--- src/verilog/ahb_subsys_pkg.sv ---
// Shared bus types, transfer encodings and memory map; imported by every RTL module of the subsystem

`default_nettype none

package ahb_subsys_pkg;

   // ----------------------------------------------------------------------
   // Bus field types
   // ----------------------------------------------------------------------

   typedef logic [31:0] ahb_addr_t;
   typedef logic [31:0] ahb_data_t;
   typedef logic [2:0]  ahb_size_t;

   // HTRANS encoding as on the bus
   typedef enum logic [1:0] {
      TRANS_IDLE   = 2'b00,
      TRANS_BUSY   = 2'b01,
      TRANS_NONSEQ = 2'b10,
      TRANS_SEQ    = 2'b11
   } ahb_trans_e;

   // Address phase signals from the master
   typedef struct packed {
      ahb_addr_t  haddr;
      ahb_trans_e htrans;
      logic       hwrite;
      ahb_size_t  hsize;
   } ahb_req_t;

   // Slave response, hresp high means ERROR
   typedef struct packed {
      ahb_data_t  hrdata;
      logic       hreadyout;
      logic       hresp;
   } ahb_rsp_t;

   // ----------------------------------------------------------------------
   // Memory map
   // ----------------------------------------------------------------------

   // SRAM region, 1 KiB at the bottom of the map
   localparam ahb_addr_t SRAM_BASE      = 32'h0000_0000;
   localparam int        SRAM_ADDR_BITS = 10;

   // Register region, 4 KiB of which only the first words are backed
   localparam ahb_addr_t REGS_BASE       = 32'h4000_0000;
   localparam int        REGS_ADDR_BITS  = 12;
   localparam int        REG_COUNT       = 4;
   localparam ahb_data_t REG_ID_VALUE    = 32'hA4B0_0001;
   localparam int        REG_WAIT_STATES = 2;

   // Select vector bit positions
   localparam int SLV_DEFAULT = 0;
   localparam int SLV_SRAM    = 1;
   localparam int SLV_REGS    = 2;
   localparam int SLV_COUNT   = 3;

endpackage

`default_nettype wire

--- src/verilog/ahb_reg_slave.sv ---
// Four-word register bank with two wait states per transfer and a read-only identity word

`default_nettype none

module ahb_reg_slave import ahb_subsys_pkg::*;
(
   input  wire        HCLK,
   input  wire        HRESETn,
   input  wire        hsel,
   input  wire        hready,
   input  ahb_req_t   req,
   input  ahb_data_t  hwdata,
   output ahb_rsp_t   rsp
);

   typedef enum logic [1:0] {
      REG_IDLE,
      REG_WAIT,
      REG_DONE,
      REG_ERR
   } reg_state_e;

   reg_state_e                     state_q;
   logic [1:0]                     wait_cnt_q;
   logic                           accept;
   logic                           bad_offset;

   // Sampled address phase
   logic [$clog2(REG_COUNT)-1:0]   idx_q;
   logic                           wr_q;
   logic                           err_q;

   // Writable registers, the last index is the identity word
   ahb_data_t                      regs_q [REG_COUNT-1];
   ahb_data_t                      rd_word;

   assign accept = hsel && hready &&
                   ((req.htrans == TRANS_NONSEQ) || (req.htrans == TRANS_SEQ));

   // Word offset past the backed registers
   assign bad_offset = (req.haddr[REGS_ADDR_BITS-1:2] >= REG_COUNT);

   // ----------------------------------------------------------------------
   // Wait state FSM
   // ----------------------------------------------------------------------

   always_ff @(posedge HCLK or negedge HRESETn)
   begin
      if (!HRESETn)
      begin
         state_q    <= REG_IDLE;
         wait_cnt_q <= '0;
         idx_q      <= '0;
         wr_q       <= 1'b0;
         err_q      <= 1'b0;
      end
      else
      begin
         case (state_q)
            REG_IDLE, REG_DONE:
            begin
               // A new transfer may be taken on the last data cycle
               if (accept)
               begin
                  state_q    <= REG_WAIT;
                  wait_cnt_q <= 2'(REG_WAIT_STATES - 1);
                  idx_q      <= req.haddr[2 +: $clog2(REG_COUNT)];
                  wr_q       <= req.hwrite;
                  err_q      <= bad_offset;
               end
               else
               begin
                  state_q <= REG_IDLE;
               end
            end
            REG_WAIT:
            begin
               if (wait_cnt_q == '0)
               begin
                  state_q <= err_q ? REG_ERR : REG_DONE;
               end
               else
               begin
                  wait_cnt_q <= wait_cnt_q - 2'd1;
               end
            end
            // First ERROR cycle, the second one is REG_DONE with err_q set
            REG_ERR:
            begin
               state_q <= REG_DONE;
            end
            default:
            begin
               state_q <= REG_IDLE;
            end
         endcase
      end
   end

   // ----------------------------------------------------------------------
   // Register storage
   // ----------------------------------------------------------------------

   // Write completes on the closing edge, identity word ignores it
   always_ff @(posedge HCLK or negedge HRESETn)
   begin
      if (!HRESETn)
      begin
         for (int i = 0; i < REG_COUNT - 1; i++)
         begin
            regs_q[i] <= '0;
         end
      end
      else if ((state_q == REG_DONE) && wr_q && !err_q && (idx_q != REG_COUNT - 1))
      begin
         regs_q[idx_q] <= hwdata;
      end
   end

   always_comb
   begin
      rd_word = REG_ID_VALUE;
      if (idx_q != REG_COUNT - 1)
      begin
         rd_word = regs_q[idx_q];
      end
   end

   // Read data only in the last cycle of a good read
   always_comb
   begin
      rsp.hrdata    = ((state_q == REG_DONE) && !wr_q && !err_q) ? rd_word : '0;
      rsp.hreadyout = (state_q == REG_IDLE) || (state_q == REG_DONE);
      rsp.hresp     = (state_q == REG_ERR) || ((state_q == REG_DONE) && err_q);
   end

endmodule

`default_nettype wire

--- config.mk ---
export PLATFORM = sky130hd
export DESIGN_NAME = ahb_reg_slave
export DESIGN_NICKNAME = d
export VERILOG_FILES = /design/src/verilog/ahb_subsys_pkg.sv /design/src/verilog/ahb_reg_slave.sv
export SDC_FILE = /design/constraint.sdc
export NUM_CORES = 1
export LEC_CHECK = 0
export ABC_AREA = 1
export ABC_CLOCK_PERIOD_IN_PS = 1220
export BUFFER_PORTS_ARGS = -buffer_cell sky130_fd_sc_hd__buf_2
export CORE_MARGIN = 2
export CORE_UTILIZATION = 49
export DETAILED_ROUTE_END_ITERATION = 6
export PLACE_DENSITY = 0.75
export SLEW_MARGIN = 0
export SYNTH_ARGS = -nofsm -noshare
export SYNTH_HDL_FRONTEND = slang
export SYNTH_SLANG_ARGS = --single-unit
--- constraint.sdc ---
create_clock -name HCLK -period 1.22 [get_ports HCLK]
set_clock_uncertainty 0.05 [all_clocks]
set_input_delay 0.122 -clock HCLK [delete_from_list [all_inputs] [get_ports HCLK]]
set_output_delay 0.122 -clock HCLK [all_outputs]
set_load 0.02 [all_outputs]
==> impl_metrics.csv <==
group,metric,value,unit
final_layout,design_area,0.00883,mm²
synthesis,synth_area_leaders,"dfrtp_1, nand2_1, nand3_1",
floorplan,coreArea,0.0102,mm²
worst_hold_path,hold_path_depth,5,
clocking,clock_latency,0.40,ns
status,violations,"negative hold slack, negative setup slack",
power,cellPowerDensity,2120,mW/mm²
worst_setup_path,start_kind,"register",
route,detail_route.wl_per_cell,24.6,µm
sta,period_minus_slack,2.11,ns
sta,period_share,173,%
sta,slew_violations,0,
worst_setup_path,critPathKind,"reg2out",
worst_setup_path,timing.rr.end,"regs_q[8]",
route,wl_met2,11900,µm
synthesis,synthSimpleGateAreaFrac,39.9,%
synthesis,yosys_warnings,0,
place,dpl.cell_count,911,
worst_setup_path,slowest_delay,0.46,ns
synthesis,synth_mux_area_share,0,%
clocking,cts_tree,"yes",
place,placed_cell_area,0.00604,mm²
floorplan,die_h,106,µm
synthesis,synth_top_area_share,51.4,%
final_layout,diodes,0,
clocking,cts_max_level,3,
synthesis,synth_nets,758,
route,drtPass1Iterations,5,
route,wl_met1,8060,µm
synthesis,synth_compound_area_share,1.09,%
grt,globalRoute.totalOverflow,0,
route,drc,0,
worst_setup_path,crit_fanout,8,
grt,grt_pass1_wl,29800,µm
flow_run,max-cap-violations,0,
clocking,cts_buffer_depth,2,
route,final_antenna_net_count,0,
worst_setup_path,ff2ff_path_depth,12,
route,route.met3.wl,2720,µm
worst_setup_path,crit_slowest_cell,"dfrtp_2",
floorplan,ios,108,
route,top_layer_used,"met5",
sta,finalWorstSetupSlack,-0.894,ns
clocking,path_clk_slew,0.11,ns
route,vias_per_cell,6.37,
floorplan,die-area,0.0112,mm²
sta,fmax,473,MHz
final_layout,area_delta_synth_final,74.4,%
final_layout,stdcell_count,1031,
worst_setup_path,r2r_slack,-0.68,ns
worst_hold_path,min_path_type,"in2reg",
worst_hold_path,hold_start,"req[10]",
floorplan,num_rows,37,
synthesis,syn-cell-area,0.00507,mm²
worst_setup_path,critical-path-top-delay-family,"buffers and inverters",
worst_setup_path,cpMostUsedCell,"inv_2",
worst_hold_path,min_to,"err_q",
sta,maxSlewHeadroom,71.3,%
worst_setup_path,worstPathRequired,1.05,ns
final_layout,fillers,441,
floorplan,initial_core_util,49.7,%
clocking,cts_buffers,9,
synthesis,syn_avg_cell_area,7.42,µm²
route,routed_wl,25400,µm
worst_setup_path,path_cells,"inv_2 > nor2_4 > buf_12 > clkbuf_16 > nand2_1 > nand3_2 > nand2_2 > inv_2 > buf_6",
final_layout,drive_gt1_share,49.4,%
worst_setup_path,cp_num_buf_inv,5,
grt,grt_max_degree,34,
worst_setup_path,r2r-start,"idx_q[1]",
final_layout,fin_nets,965,
synthesis,netlist-cell-type-count,17,
synthesis,synth_top_family_by_area,"simple AND/OR/NAND/NOR gates",
synthesis,synthXorXnorAreaFrac,0,%
sta,setup_violations,131,
synthesis,synth-seq-cells,104,
clocking,cts_root_buffer,"clkbuf_8",
place,numPortBuffers,81,
worst_setup_path,crit_arrival,1.94,ns
power,vdd_ir_drop_max,1440,µV
synthesis,yosys.area.top_type,"dfrtp_1",
worst_setup_path,end_kind,"primary output",
grt,antenna_found_initial,1,
place,dp_hpwl,8430,µm
place,place_congestion,0.842,
clocking,clkSinkCount,104,
power,total_leakage_power,4.17,nW
final_layout,layout_commonest_cell,"nand2_1",
route,drt_iter0_markers,924,
floorplan,die_w,106,µm
final_layout,final_cell_mix,"nand2_1, dfrtp_1, nand3_2, nand2_2, buf_6",
sta,rsz0062_at_grt,"yes",
route,num_vias,6563,
synthesis,synthAdderAreaFrac,0.247,%
status,status,"complete, but fails checks",
power,fin_total_pwr,18.7,mW
grt,grtUsageTotal,34.5,%
grt,grt_pass1_vias,5883,
sta,timing.hold.ws,-0.0149,ns
sta,final-hold-violation-count,1,
sta,worstMarginPinSlew,0.426,ns
synthesis,synth-seq-area-share,51.4,%
synthesis,syn_inst,683,
[state kept, by name, summed over array words and instances (netlist names)]
register,count
regs_q,96
state_q,2
idx_q,2
wait_cnt_q,2
err_q,1
wr_q,1
[Yosys cell counts]
cell type	n
buf_1	1
buf_2	23
buf_4	3
buf_6	2
clkbuf_1	13
dfrtp_1	104
ha_1	1
inv_1	43
nand2_1	327
nand2_2	1
nand3_1	133
nand3b_1	1
nand4_1	3
nor2_1	12
nor2_2	1
nor2_4	4
o21ai_0	11
[power breakdown]
group          total, mW  switching [mW]  internal [mW]
Combinational       10.3            5.86           4.47
Clock               2.15            1.35          0.807
Sequential          6.23            1.35           4.88
[worst reg2reg max path: stages, from the launching register on]
cell	delay (ns)
dfrtp_2	0.48
buf_4	0.16
buf_6	0.11
nand2_4	0.08
nand2_4	0.06
nor2_4	0.13
buf_12	0.13
buf_4	0.11
buf_8	0.11
buf_12	0.11
clkbuf_16	0.14
nand3_2	0.08
nand2_1	0.10
[layout make-up]
type | count | area, µm² | area share, %
well taps | 136 | 170 | 1.93
inverters | 43 | 169 | 1.91
multi-input cells | 494 | 2910 | 32.9
repair buffers | 238 | 2810 | 31.8
clock buffers | 12 | 145 | 1.64
flip-flops and latches | 104 | 2600 | 29.5
clock inverters | 4 | 30.0 | 0.340
[worst max path at each step]
stage	from	end	slack, ns	cells after the start
2_1_floorplan	state_q[0]	regs_q[0]	-0.07	7
3_3_place_gp	idx_q[1]	rsp[20]	-0.30	8
3_5_place_dp	idx_q[1]	rsp[20]	-0.36	8
4_1_cts	idx_q[0]	rsp[17]	-0.69	8
5_1_grt	idx_q[0]	rsp[2]	-1.04	7
6_report	idx_q[1]	rsp[3]	-0.89	9
[layer usage]
layer	track usage, %	up-vias
met3	7.05	265
met1	40.0	3063
li1	-	2561
met2	58.6	672
met5	0	-
met4	21.0	2
[logic make-up (layout without fill, tap and decap cells)]
logic type               Yosys count  after routing
AND/OR/NAND/NOR                  482            482
AO/OA/AOI/OAI                     11             11
buffers and inverters             85            297
adder cells (fa/ha/maj)            1              1
flip-flops                       104            104
[metrics by stage]
stage / setup slack (ns) / TNS (ns) / utilization [%]
global route: -1.04 / -83.63 / 86.7
floorplan: -0.0733 / -5.96 / -
finish: -0.894 / -79.56 / 86.7
global placement: -0.303 / -28.89 / 59.3
CTS: -0.685 / -72.45 / 78.8
detailed placement: -0.361 / -34.51 / 59.3
[timing repair]
action	4_1_cts	5_1_grt
pin swaps	33	39
endpoints found under the hold margin	202	0
hold buffers	36	0
gates cloned	19	8
gates resized for setup	181	140
buffers inserted	30	14
endpoints found under the setup margin	136	136
No activity file was read; power rests on OpenSTA's default activity.
