--- config.mk ---
export PLATFORM = sky130hd
export DESIGN_NAME = ahb_decode_mux
export DESIGN_NICKNAME = d
export VERILOG_FILES = /design/src/verilog/ahb_subsys_pkg.sv /design/src/verilog/ahb_decode_mux.sv
export SDC_FILE = /design/constraint.sdc
export NUM_CORES = 1
export LEC_CHECK = 0
export ABC_AREA = 1
export BUFFER_PORTS_ARGS = -buffer_cell sky130_fd_sc_hd__buf_4
export CORE_AREA = 2 2 66 68
export CTS_CLUSTER_SIZE = 30
export DETAILED_ROUTE_END_ITERATION = 16
export DIE_AREA = 0 0 68 70
export GPL_TIMING_DRIVEN = 0
export PLACE_DENSITY = 0.72
export SLEW_MARGIN = 20
export SYNTH_ARGS = -nofsm -noshare
export SYNTH_HDL_FRONTEND = slang
export SYNTH_SLANG_ARGS = --single-unit
export TNS_END_PERCENT = 20
--- constraint.sdc ---
create_clock -name HCLK -period 1.97 [get_ports HCLK]
set_input_delay 0.197 -clock HCLK [delete_from_list [all_inputs] [get_ports HCLK]]
set_output_delay 0.197 -clock HCLK [all_outputs]
set_load 0.02 [all_outputs]
--- src/verilog/ahb_subsys_pkg.sv ---
// Shared bus types, transfer encodings and memory map; imported by every RTL module of the subsystem

`default_nettype none

package ahb_subsys_pkg;

   // ----------------------------------------------------------------------
   // Bus field types
   // ----------------------------------------------------------------------

   typedef logic [31:0] ahb_addr_t;
   typedef logic [31:0] ahb_data_t;
   typedef logic [2:0]  ahb_size_t;

   // HTRANS encoding as on the bus
   typedef enum logic [1:0] {
      TRANS_IDLE   = 2'b00,
      TRANS_BUSY   = 2'b01,
      TRANS_NONSEQ = 2'b10,
      TRANS_SEQ    = 2'b11
   } ahb_trans_e;

   // Address phase signals from the master
   typedef struct packed {
      ahb_addr_t  haddr;
      ahb_trans_e htrans;
      logic       hwrite;
      ahb_size_t  hsize;
   } ahb_req_t;

   // Slave response, hresp high means ERROR
   typedef struct packed {
      ahb_data_t  hrdata;
      logic       hreadyout;
      logic       hresp;
   } ahb_rsp_t;

   // ----------------------------------------------------------------------
   // Memory map
   // ----------------------------------------------------------------------

   // SRAM region, 1 KiB at the bottom of the map
   localparam ahb_addr_t SRAM_BASE      = 32'h0000_0000;
   localparam int        SRAM_ADDR_BITS = 10;

   // Register region, 4 KiB of which only the first words are backed
   localparam ahb_addr_t REGS_BASE       = 32'h4000_0000;
   localparam int        REGS_ADDR_BITS  = 12;
   localparam int        REG_COUNT       = 4;
   localparam ahb_data_t REG_ID_VALUE    = 32'hA4B0_0001;
   localparam int        REG_WAIT_STATES = 2;

   // Select vector bit positions
   localparam int SLV_DEFAULT = 0;
   localparam int SLV_SRAM    = 1;
   localparam int SLV_REGS    = 2;
   localparam int SLV_COUNT   = 3;

endpackage

`default_nettype wire

--- src/verilog/ahb_decode_mux.sv ---
// Address decoder and response multiplexer; sits between the master port and the three slaves

`default_nettype none

module ahb_decode_mux import ahb_subsys_pkg::*;
(
   input  wire                   HCLK,
   input  wire                   HRESETn,
   input  ahb_addr_t             haddr,
   output logic [SLV_COUNT-1:0]  hsel,
   input  ahb_rsp_t              rsp_default,
   input  ahb_rsp_t              rsp_sram,
   input  ahb_rsp_t              rsp_regs,
   output ahb_rsp_t              rsp
);

   // Region hits on the upper address bits
   logic                  hit_sram;
   logic                  hit_regs;

   // Owner of the current data phase
   logic [SLV_COUNT-1:0]  hsel_q;

   // Responses gathered by select index
   ahb_rsp_t              slv_rsp [SLV_COUNT];

   // ----------------------------------------------------------------------
   // Address decode
   // ----------------------------------------------------------------------

   assign hit_sram = (haddr[31:SRAM_ADDR_BITS] == SRAM_BASE[31:SRAM_ADDR_BITS]);
   assign hit_regs = (haddr[31:REGS_ADDR_BITS] == REGS_BASE[31:REGS_ADDR_BITS]);

   always_comb
   begin
      hsel              = '0;
      hsel[SLV_SRAM]    = hit_sram;
      hsel[SLV_REGS]    = hit_regs;
      // Anything unmapped falls to the default slave
      hsel[SLV_DEFAULT] = ~(hit_sram | hit_regs);
   end

   // ----------------------------------------------------------------------
   // Data phase owner
   // ----------------------------------------------------------------------

   // Address phase ends on an edge with HREADY high
   always_ff @(posedge HCLK or negedge HRESETn)
   begin
      if (!HRESETn)
      begin
         hsel_q <= '0;
      end
      else if (rsp.hreadyout)
      begin
         hsel_q <= hsel;
      end
   end

   // ----------------------------------------------------------------------
   // Response mux
   // ----------------------------------------------------------------------

   assign slv_rsp[SLV_DEFAULT] = rsp_default;
   assign slv_rsp[SLV_SRAM]    = rsp_sram;
   assign slv_rsp[SLV_REGS]    = rsp_regs;

   always_comb
   begin
      rsp = '0;
      // OR of the responses masked by the registered selects
      for (int i = 0; i < SLV_COUNT; i++)
      begin
         if (hsel_q[i])
         begin
            rsp.hrdata    = rsp.hrdata | slv_rsp[i].hrdata;
            rsp.hreadyout = rsp.hreadyout | slv_rsp[i].hreadyout;
            rsp.hresp     = rsp.hresp | slv_rsp[i].hresp;
         end
      end
      // Nothing owns the data phase yet, so the bus is ready
      rsp.hreadyout = rsp.hreadyout | ~(|hsel_q);
   end

endmodule

`default_nettype wire

==> run metrics, run 1 <==
outcome=complete, no violations; DP HPWL=approximately 3.7 mm; # setup viols final=0; die width=68 um; routed len/inst=approximately 11 um; final core utilization=0.5550; first-pass GRT wire length=6.741 mm; CTS root buf=clkbuf_8; num rows=24; Pleak=around 1.3 nW; CTS Buf Count=3; Critical Path Max Stage Delay=0.36 ns; # IOs=173; Synth Instances=about 200; Residual DRC=0; crit-path max FO=10; largest registers=hsel_q (3); Worst Max-Slew Pin Slew=0.1963 ns; power per cell area=593.3 mW/mm2; RSZ-0062 raised after global routing=no; DRT Wirelength=roughly 4.5 mm; core area=just over 0.004 mm2; starting density of the core=0.2325; #FFs+latches synth=3; mean area per synthesized cell=4.723 um2; initial antenna violation count=0; critical path data arrival time=1.20 ns; Worst Path Required=1.77 ns; vias in the first global route=1657; FILL cells=~460; Final ANT Viol Nets=0; dpl ws=0.6465 ns; diode count=0; Avg Vias per Cell=4.385; CTS tree=yes; die area=about 0.0048 mm2; Total GRT Usage=0.1786; nets=508; Top reg by flops=hsel_q; Starting DRT DRC Count=55; Die Ht=70 um; Tmin final=between 1 and 1.5 ns; Worst-Skew Late Latency=0.22 ns; Worst-path clk slew=0.03 ns; Post-Route Skew=0.002448 ns; detailed-route via count=approximately 1900; register area share after synthesis=0.07792; share of cells above drive strength 1=0.5121; crit path cell chain=buf_6, buf_2, nand2_1, nand3_1, buf_4; Unique masters post-synth=19; uppermost layer routed=met4; hold crit path type=input port to async pin; hold slack=between 0.3 and 0.4 ns; H-tree depth=1; fmax=713.4 MHz; CTS-repair resized insts=0; Area growth, synth to finish=138.7%; Post-Syn Area=about 960 um2; drt pass-1 iters=4; crit share post-route=0.7115; pin count of the biggest net entering global routing=11; Slew Viols, Final=0; Met2 Wirelength=2.218 mm; critical path's top delay family=buffers and inverters; crit end category=output pin; GRT overflow=0; kind of critical path=register to output pin; Max Cap Violations=0; clock buffer depth=2; Net Count, Synth=340; setup tns final=0 ns; min setup slack post-route=0.5683 ns; max FFs per register=3; PortBufs=162; Hold Fails Final Rpt=0; routed wl met3=540 um; maximum VDD drop=0.2917 mV; Placer Congestion=0.6925; slowest stage cell, crit path=dfrtp_1; Sink Count=3; DRT met1 WL=1.652 mm; YS warnings=0; WP buf/inv=3; Max-slew headroom=0.8684; type of origin of the critical path=register
==> layer usage <==
metal  vias up  global-route usage
met4         0             0.09111
met2       100              0.3279
met5         -                   0
met1       776              0.1837
met3         9             0.03382
li1        970                   -
==> metrics by stage <==
| step | cells | power, mW | cell area (um2) |
|---|---|---|---|
| floorplan | 204 | 0.6434 | 963.4 |
| global placement | 418 | 1.177 | 2245 |
| detailed placement | 418 | 1.188 | 2245 |
| CTS | 423 | 1.379 | 2300 |
| global route | 423 | 1.464 | 2300 |
| finish | 423 | 1.364 | 2300 |
==> placed cells by master, fill, tap and decap left out, drive strengths merged <==
cell type and instances:
dfrtp 3, or2 1, inv 3, nand4 1
clkbuf 4, nor3 1, o21ai 1, nand3 37
buf 176, dlygate4sd3 1, and2 1, nand2 121
clkinv 1, nor2 20
==> synthesized netlist by cell type (all sizes together) <==
cell | number | area, um2
nand2 | 121 | 469.2
nand3 | 37 | 185.2
nor2 | 20 | 90.09
buf | 14 | 93.83
dfrtp | 3 | 75.07
inv | 3 | 11.26
and2 | 1 | 6.260
clkinv | 1 | 5.000
nand4 | 1 | 6.260
nor3 | 1 | 10.01
o21ai | 1 | 5.000
or2 | 1 | 6.260
==> kinds of logic (layout without fill, tap and decap cells) <==
logic type / after synthesis / in the layout / synth area share
simple gates: 182 / 182 / 0.8026
flops: 3 / 3 / 0.07792
buf+inv: 18 / 185 / 0.1143
compound gates: 1 / 1 / 0.005190
==> layout make-up <==
class	instances	area (um2)	area share
Timing Repair Buffer	163	1226	0.5332
Clock buffer	4	45.04	0.01959
Tap cell	52	65.06	0.02829
Multi-Input combinational cell	183	778.2	0.3384
Sequential cell	3	75.07	0.03264
Inverter	4	16.27	0.007073
Buffer	14	93.84	0.04081
==> power by group <==
| part | switching, mW | total [mW] | internal, mW |
|---|---|---|---|
| registers | 0.00362 | 0.0748 | 0.0712 |
| logic | 0.588 | 1.11 | 0.519 |
| clock network | 0.0439 | 0.182 | 0.138 |
==> path summary, 6_finish.rpt <==
kind                            cells past startpoint        end            from  slack, ns
worst min-delay path                                2  hsel_q[1]         HRESETn       0.31
worst max register to register                      7  hsel_q[2]       hsel_q[2]       0.90
max in group asynchronous                           2  hsel_q[0]         HRESETn       1.56
min in group HCLK                                   6  hsel_q[1]  rsp_default[1]       0.36
worst min register to register                      3  hsel_q[2]       hsel_q[2]       0.66
worst max-delay path                                5    rsp[27]       hsel_q[1]       0.57
==> worst reg2reg max path, stage by stage (launching register included) <==
cell     delay, ns
dfrtp_1       0.36
buf_6         0.13
nand2_1       0.07
nand2_2       0.07
nor2_4        0.12
nand2_4       0.08
nand4_1       0.07
o21ai_1       0.06
==> repair_timing <==
action / 4_1_cts / 5_1_grt
setup buffers: 0 / 0
hold endpoints to repair: 3 / 0
hold buffers: 1 / 0
Note: power is estimated with default switching activity, not from simulation.
==> inputs of run 2 (changes only) <==
CORE_AREA = 2 2 67 69   (was 2 2 66 68)
DIE_AREA = 0 0 69 71   (was 0 0 68 70)
PLACE_DENSITY = 0.7   (was 0.72)
clock period = 1.4 ns   (was 1.97 ns; I/O delays follow)
==> run 2 against run 1 <==
Against the previous run:
- critical path type unchanged
- via count grew 0.49%
- critical path depth stayed put
- wire length rose by 5.0%
- non-clock buffer count grew 3
- final area grew 3.3%
- register-to-register slack got worse by 0.72 ns
- global-route usage up 1.4 points
- cell count rose by 0.71%
==> run metrics, run 2 (synthesized netlist as in run 1, its figures left out) <==
R2R depth=8; commonest non-fill, non-tap cells in the layout=buf_4, nand2_1, nand3_1; crit share post-route=0.9461; initial antenna violation count=0; Residual DRC=0; Final ANT Viol Nets=0; Die Ht=71 um; diode count=0; Int Pwr=1.103 mW; reg-to-reg critical path endpoint=hsel_q[0]; drt pass-1 iters=4; first-pass GRT wire length=just under 8 mm; Tmin final=1.325 ns; Worst Max-Slew Pin Slew=between 0.15 and 0.2 ns; Placer Congestion=0.8136; Worst setup endpoint=rsp[9]; # IOs=173; fin area=about 0.0024 mm2; Max Cap Violations=0; kind of critical path=register to output pin; Slew Viols, Final=0; DP HPWL=4.023 mm; Sink Count=3; clock buffer depth=2; Starting DRT DRC Count=between 40 and 50; Critical Path Max Stage Delay=0.36 ns; Flop pwr share=0.053; FF-to-FF setup slack=0.18 ns; Total Power=2.013 mW; CTS Buf Count=3; die area=0.004899 mm2; starting density of the core=0.2292; Area after DPL=0.002245 mm2; Area growth, synth to finish=146.5%; H-tree depth=1; most common cell after layout, fill and taps aside=buf_4; core area=0.004204 mm2; pin count of the biggest net entering global routing=11; NetSw=909.3 uW; FILL cells=461; Worst-path clk slew=0.03 ns; share of cells above drive strength 1=0.5214; type of origin of the critical path=register; power per cell area=847.5 mW/mm2; vias in the first global route=1808; max FFs per register=3; critical path data arrival time=approximately 1.2 ns; GRT overflow=0; Pleak=1.319 nW; RR Startpoint=hsel_q[1]; # setup viols final=0; hold crit path type=input port to async pin; PortBufs=162; nets=between 500 and 600; clock share of power=0.124; Hold Fails Final Rpt=0; Logic pwr share=0.823; largest registers=hsel_q (3); detailed-route via count=1864; num rows=24; CTS root buf=clkbuf_8; Most Frequent Cell on Critical Path=buf_4; maximum VDD drop=0.3906 mV; Max-slew headroom=0.8796; die width=69 um; routed len/inst=11.17 um; Worst Path Required=about 1.3 ns; CTS tree=yes; Total GRT Usage=0.1926; fmax=755.0 MHz; crit path cell chain=buf_6, buf_4, nand2_1, nand3_1, buf_4; Avg Vias per Cell=about 4.4; Worst Setup SP=hsel_q[2]; crit-path max FO=10; setup tns final=0 ns; Sw Share=0.4518; Worst-Skew Late Latency=0.21 ns; DRT Wirelength=4.758 mm; slowest stage cell, crit path=dfrtp_1; outcome=complete, no violations; crit end category=output pin; Post-Route Skew=0.00002746 ns; RSZ-0062 raised after global routing=yes; Top reg by flops=hsel_q
==> run 2: cell count changes in the layout (fill, tap and decap cells not counted), sizes merged <==
cell / before / now
buf: 176 / 179
==> run 2: per-stage QoR <==
| step | utilization | hold slack [ns] | std cells | setup WS [ns] |
|---|---|---|---|---|
| after floorplan | - | -0.1556 | 204 | 0.3471 |
| after global placement | 0.5339 | -0.07055 | 418 | 0.1849 |
| after detailed placement | 0.5339 | -0.06754 | 418 | 0.2041 |
| after CTS | 0.5470 | 0.2668 | 423 | 0.01952 |
| after global routing | 0.5649 | 0.2742 | 426 | -0.01053 |
| final | 0.5649 | 0.2581 | 426 | 0.07542 |
==> run 2: repair_timing <==
action / in CTS / in global routing
hold buffers: 1 / 0
buffers inserted: 0 / 3
setup endpoints to repair: 0 / 31
hold endpoints to repair: 3 / 0
resized for setup: 0 / 26
==> run 2: worst max-delay path, delay by kind of cell, from the launching register on <==
kind / cells / cell delay, ns
buffers and inverters: 3 / 0.47
and+or+nand+nor: 2 / 0.14
DFF: 1 / 0.36
==> run 2: cell type report <==
class / instances / area [um2] / share of cell area
plain buffers: 14 / 127.6 / 0.05374
inverters: 4 / 16.27 / 0.006849
flip-flops and latches: 3 / 75.07 / 0.03161
repair buffers: 166 / 1260 / 0.5306
well taps: 52 / 65.06 / 0.02740
clock buffers: 4 / 45.04 / 0.01897
multi-input cells: 183 / 785.8 / 0.3309
==> run 2: worst min-delay path by stage <==
stage / slack, ns / depth (start not counted) / startpoint / to
CTS: 0.27 / 2 / HRESETn / hsel_q[2]
finish: 0.26 / 2 / HRESETn / hsel_q[2]
floorplan: -0.16 / 0 / HRESETn / hsel_q[0]
global placement: -0.07 / 1 / HRESETn / hsel_q[2]
detailed placement: -0.07 / 1 / HRESETn / hsel_q[2]
global route: 0.27 / 2 / HRESETn / hsel_q[2]
==> run 2: power groups by stage <==
| stage | registers (mW) | clock network, mW | logic [mW] |
|---|---|---|---|
| 5_1_grt | 0.108 | 0.270 | 1.81 |
| 2_1_floorplan | 0.106 | 0 | 0.799 |
| 3_5_place_dp | 0.108 | 0 | 1.57 |
| 3_3_place_gp | 0.106 | 0 | 1.56 |
| 6_report | 0.106 | 0.250 | 1.66 |
| 4_1_cts | 0.107 | 0.256 | 1.58 |
==> run 2: metal layers <==
layer | vias to the layer above | track usage | wire length [um]
met5 | - | 0 | 0
met3 | 10 | 0.05271 | 446
met1 | 779 | 0.2132 | 1790
met4 | 0 | 0.08061 | 82
li1 | 977 | - | -
met2 | 98 | 0.3472 | 2438
==> inputs of run 3 (changes only) <==
ABC_CLOCK_PERIOD_IN_PS = 1500   (was unset)
clock period = 1.5 ns   (was 1.4 ns; I/O delays follow)
==> run 3 against run 2 <==
Against the previous run:
- clock power fell by 6%
- worst setup slack gained 0.055 ns
- critical path depth unchanged
- largest cell class unchanged
==> run metrics, run 3 (synthesized netlist as in run 1, its figures left out) <==
Post-CTS Setup Inserts=0; routed len/inst=11.23 um; CTS-repair resized insts=0; min setup slack post-route=0.1306 ns; maximum VDD drop=0.2890 mV; DRT Wirelength=4.749 mm; fin area=0.002300 mm2; CTS Buf Count=3; H-tree depth=1; diode count=0; # setup viols final=0; setup tns final=0 ns; crit path cell chain=buf_6, buf_2, nand2_1, nand3_1, buf_4; Max-slew headroom=0.8677; Pleak=1.288 nW; DP HPWL=slightly above 4 mm; Worst Path Required=around 1.4 ns; kind of critical path=register to output pin; Total GRT Usage=0.1926; hold buffers post-CTS=1; critical path data arrival time=1.22 ns; Top reg by flops=hsel_q; nets=508; share of cells above drive strength 1=0.5121; most common cell after layout, fill and taps aside=buf_4; Sink Count=3; CTS tree=yes; pin count of the biggest net entering global routing=11; drt pass-1 iters=4; crit-path max FO=10; Tmin final=about 1.4 ns; Placer Congestion=0.8136; PortBufs=162; Starting DRT DRC Count=37; max FFs per register=3; Critical Path Max Stage Delay=0.36 ns; Worst-path clk slew=0.03 ns; Area growth, synth to finish=138.7%; Residual DRC=0; core area=about 0.0042 mm2; Avg Vias per Cell=4.378; power per cell area=777.9 mW/mm2; commonest non-fill, non-tap cells in the layout=buf_4, nand2_1, nand3_1; Die Ht=71 um; uppermost layer routed=met4; crit end category=output pin; slowest stage cell, crit path=dfrtp_1; Area after DPL=0.002245 mm2; routed wl met3=441 um; CTS root buf=clkbuf_8; die width=69 um; type of origin of the critical path=register; dpl ws=0.2841 ns; Max Cap Violations=0; DRT met1 WL=1.795 mm; Met2 Wirelength=2.440 mm; # IOs=~170; fmax=730.2 MHz; hold crit path type=input port to async pin; starting density of the core=0.2292; crit share post-route=0.9130; die area=0.004899 mm2; outcome=complete, no violations; num rows=24; FILL cells=~470; first-pass GRT wire length=7.893 mm; clock buffer depth=2; largest registers=hsel_q (3); detailed-route via count=between 1500 and 2000; initial antenna violation count=0; RSZ-0062 raised after global routing=no; Worst Max-Slew Pin Slew=around 0.20 ns; Hold Fails Final Rpt=0; Post-Route Skew=0.002210 ns; R2R depth=7; vias in the first global route=1808; Final ANT Viol Nets=0; Slew Viols, Final=0; GRT overflow=0; Worst-Skew Late Latency=between 0.2 and 0.25 ns
[run 3: layout make-up]
type,instances,area [um2],share of cell area
Inverter,4,16.27,0.007073
Sequential cell,3,75.07,0.03264
Buffer,14,93.84,0.04081
Clock buffer,4,45.04,0.01959
Timing Repair Buffer,163,1226,0.5332
Tap cell,52,65.06,0.02829
Multi-Input combinational cell,183,778.2,0.3384
[run 3: worst max-delay path, delay by kind of cell, from the launching register on]
family,cells,cell delay (ns)
DFF,1,0.36
buffers and inverters,3,0.47
and+or+nand+nor,2,0.16
[run 3: worst paths after layout]
| kind | startpoint | endpoint | slack, ns |
|---|---|---|---|
| max reg2reg | hsel_q[0] | hsel_q[0] | 0.39 |
| max | hsel_q[1] | rsp[24] | 0.13 |
| max in group asynchronous | HRESETn | hsel_q[0] | 1.14 |
| min reg2reg | hsel_q[2] | hsel_q[2] | 0.67 |
| min | HRESETn | hsel_q[1] | 0.27 |
| min in group HCLK | rsp_default[1] | hsel_q[1] | 0.32 |
[run 3: per-stage QoR]
stage	utilization	hold WS [ns]	total power, mW	cells
detailed placement	0.5339	-0.05754	1.570	418
floorplan	-	-0.1456	0.8449	204
finish	0.5470	0.2660	1.789	423
global placement	0.5339	-0.06055	1.558	418
global route	0.5470	0.2842	1.949	423
CTS	0.5470	0.2768	1.812	423
[run 3: routing by layer]
metal | vias to the layer above | GRT usage
li1 | 969 | -
met1 | 773 | 0.2132
met3 | 8 | 0.05271
met4 | 0 | 0.08061
met2 | 102 | 0.3472
met5 | - | 0
[run 3: report_power, final]
group          switching [mW]  internal, mW  total, mW
sequential            0.00589        0.0935     0.0993
clock                  0.0539         0.181      0.235
combinational           0.772         0.682       1.45
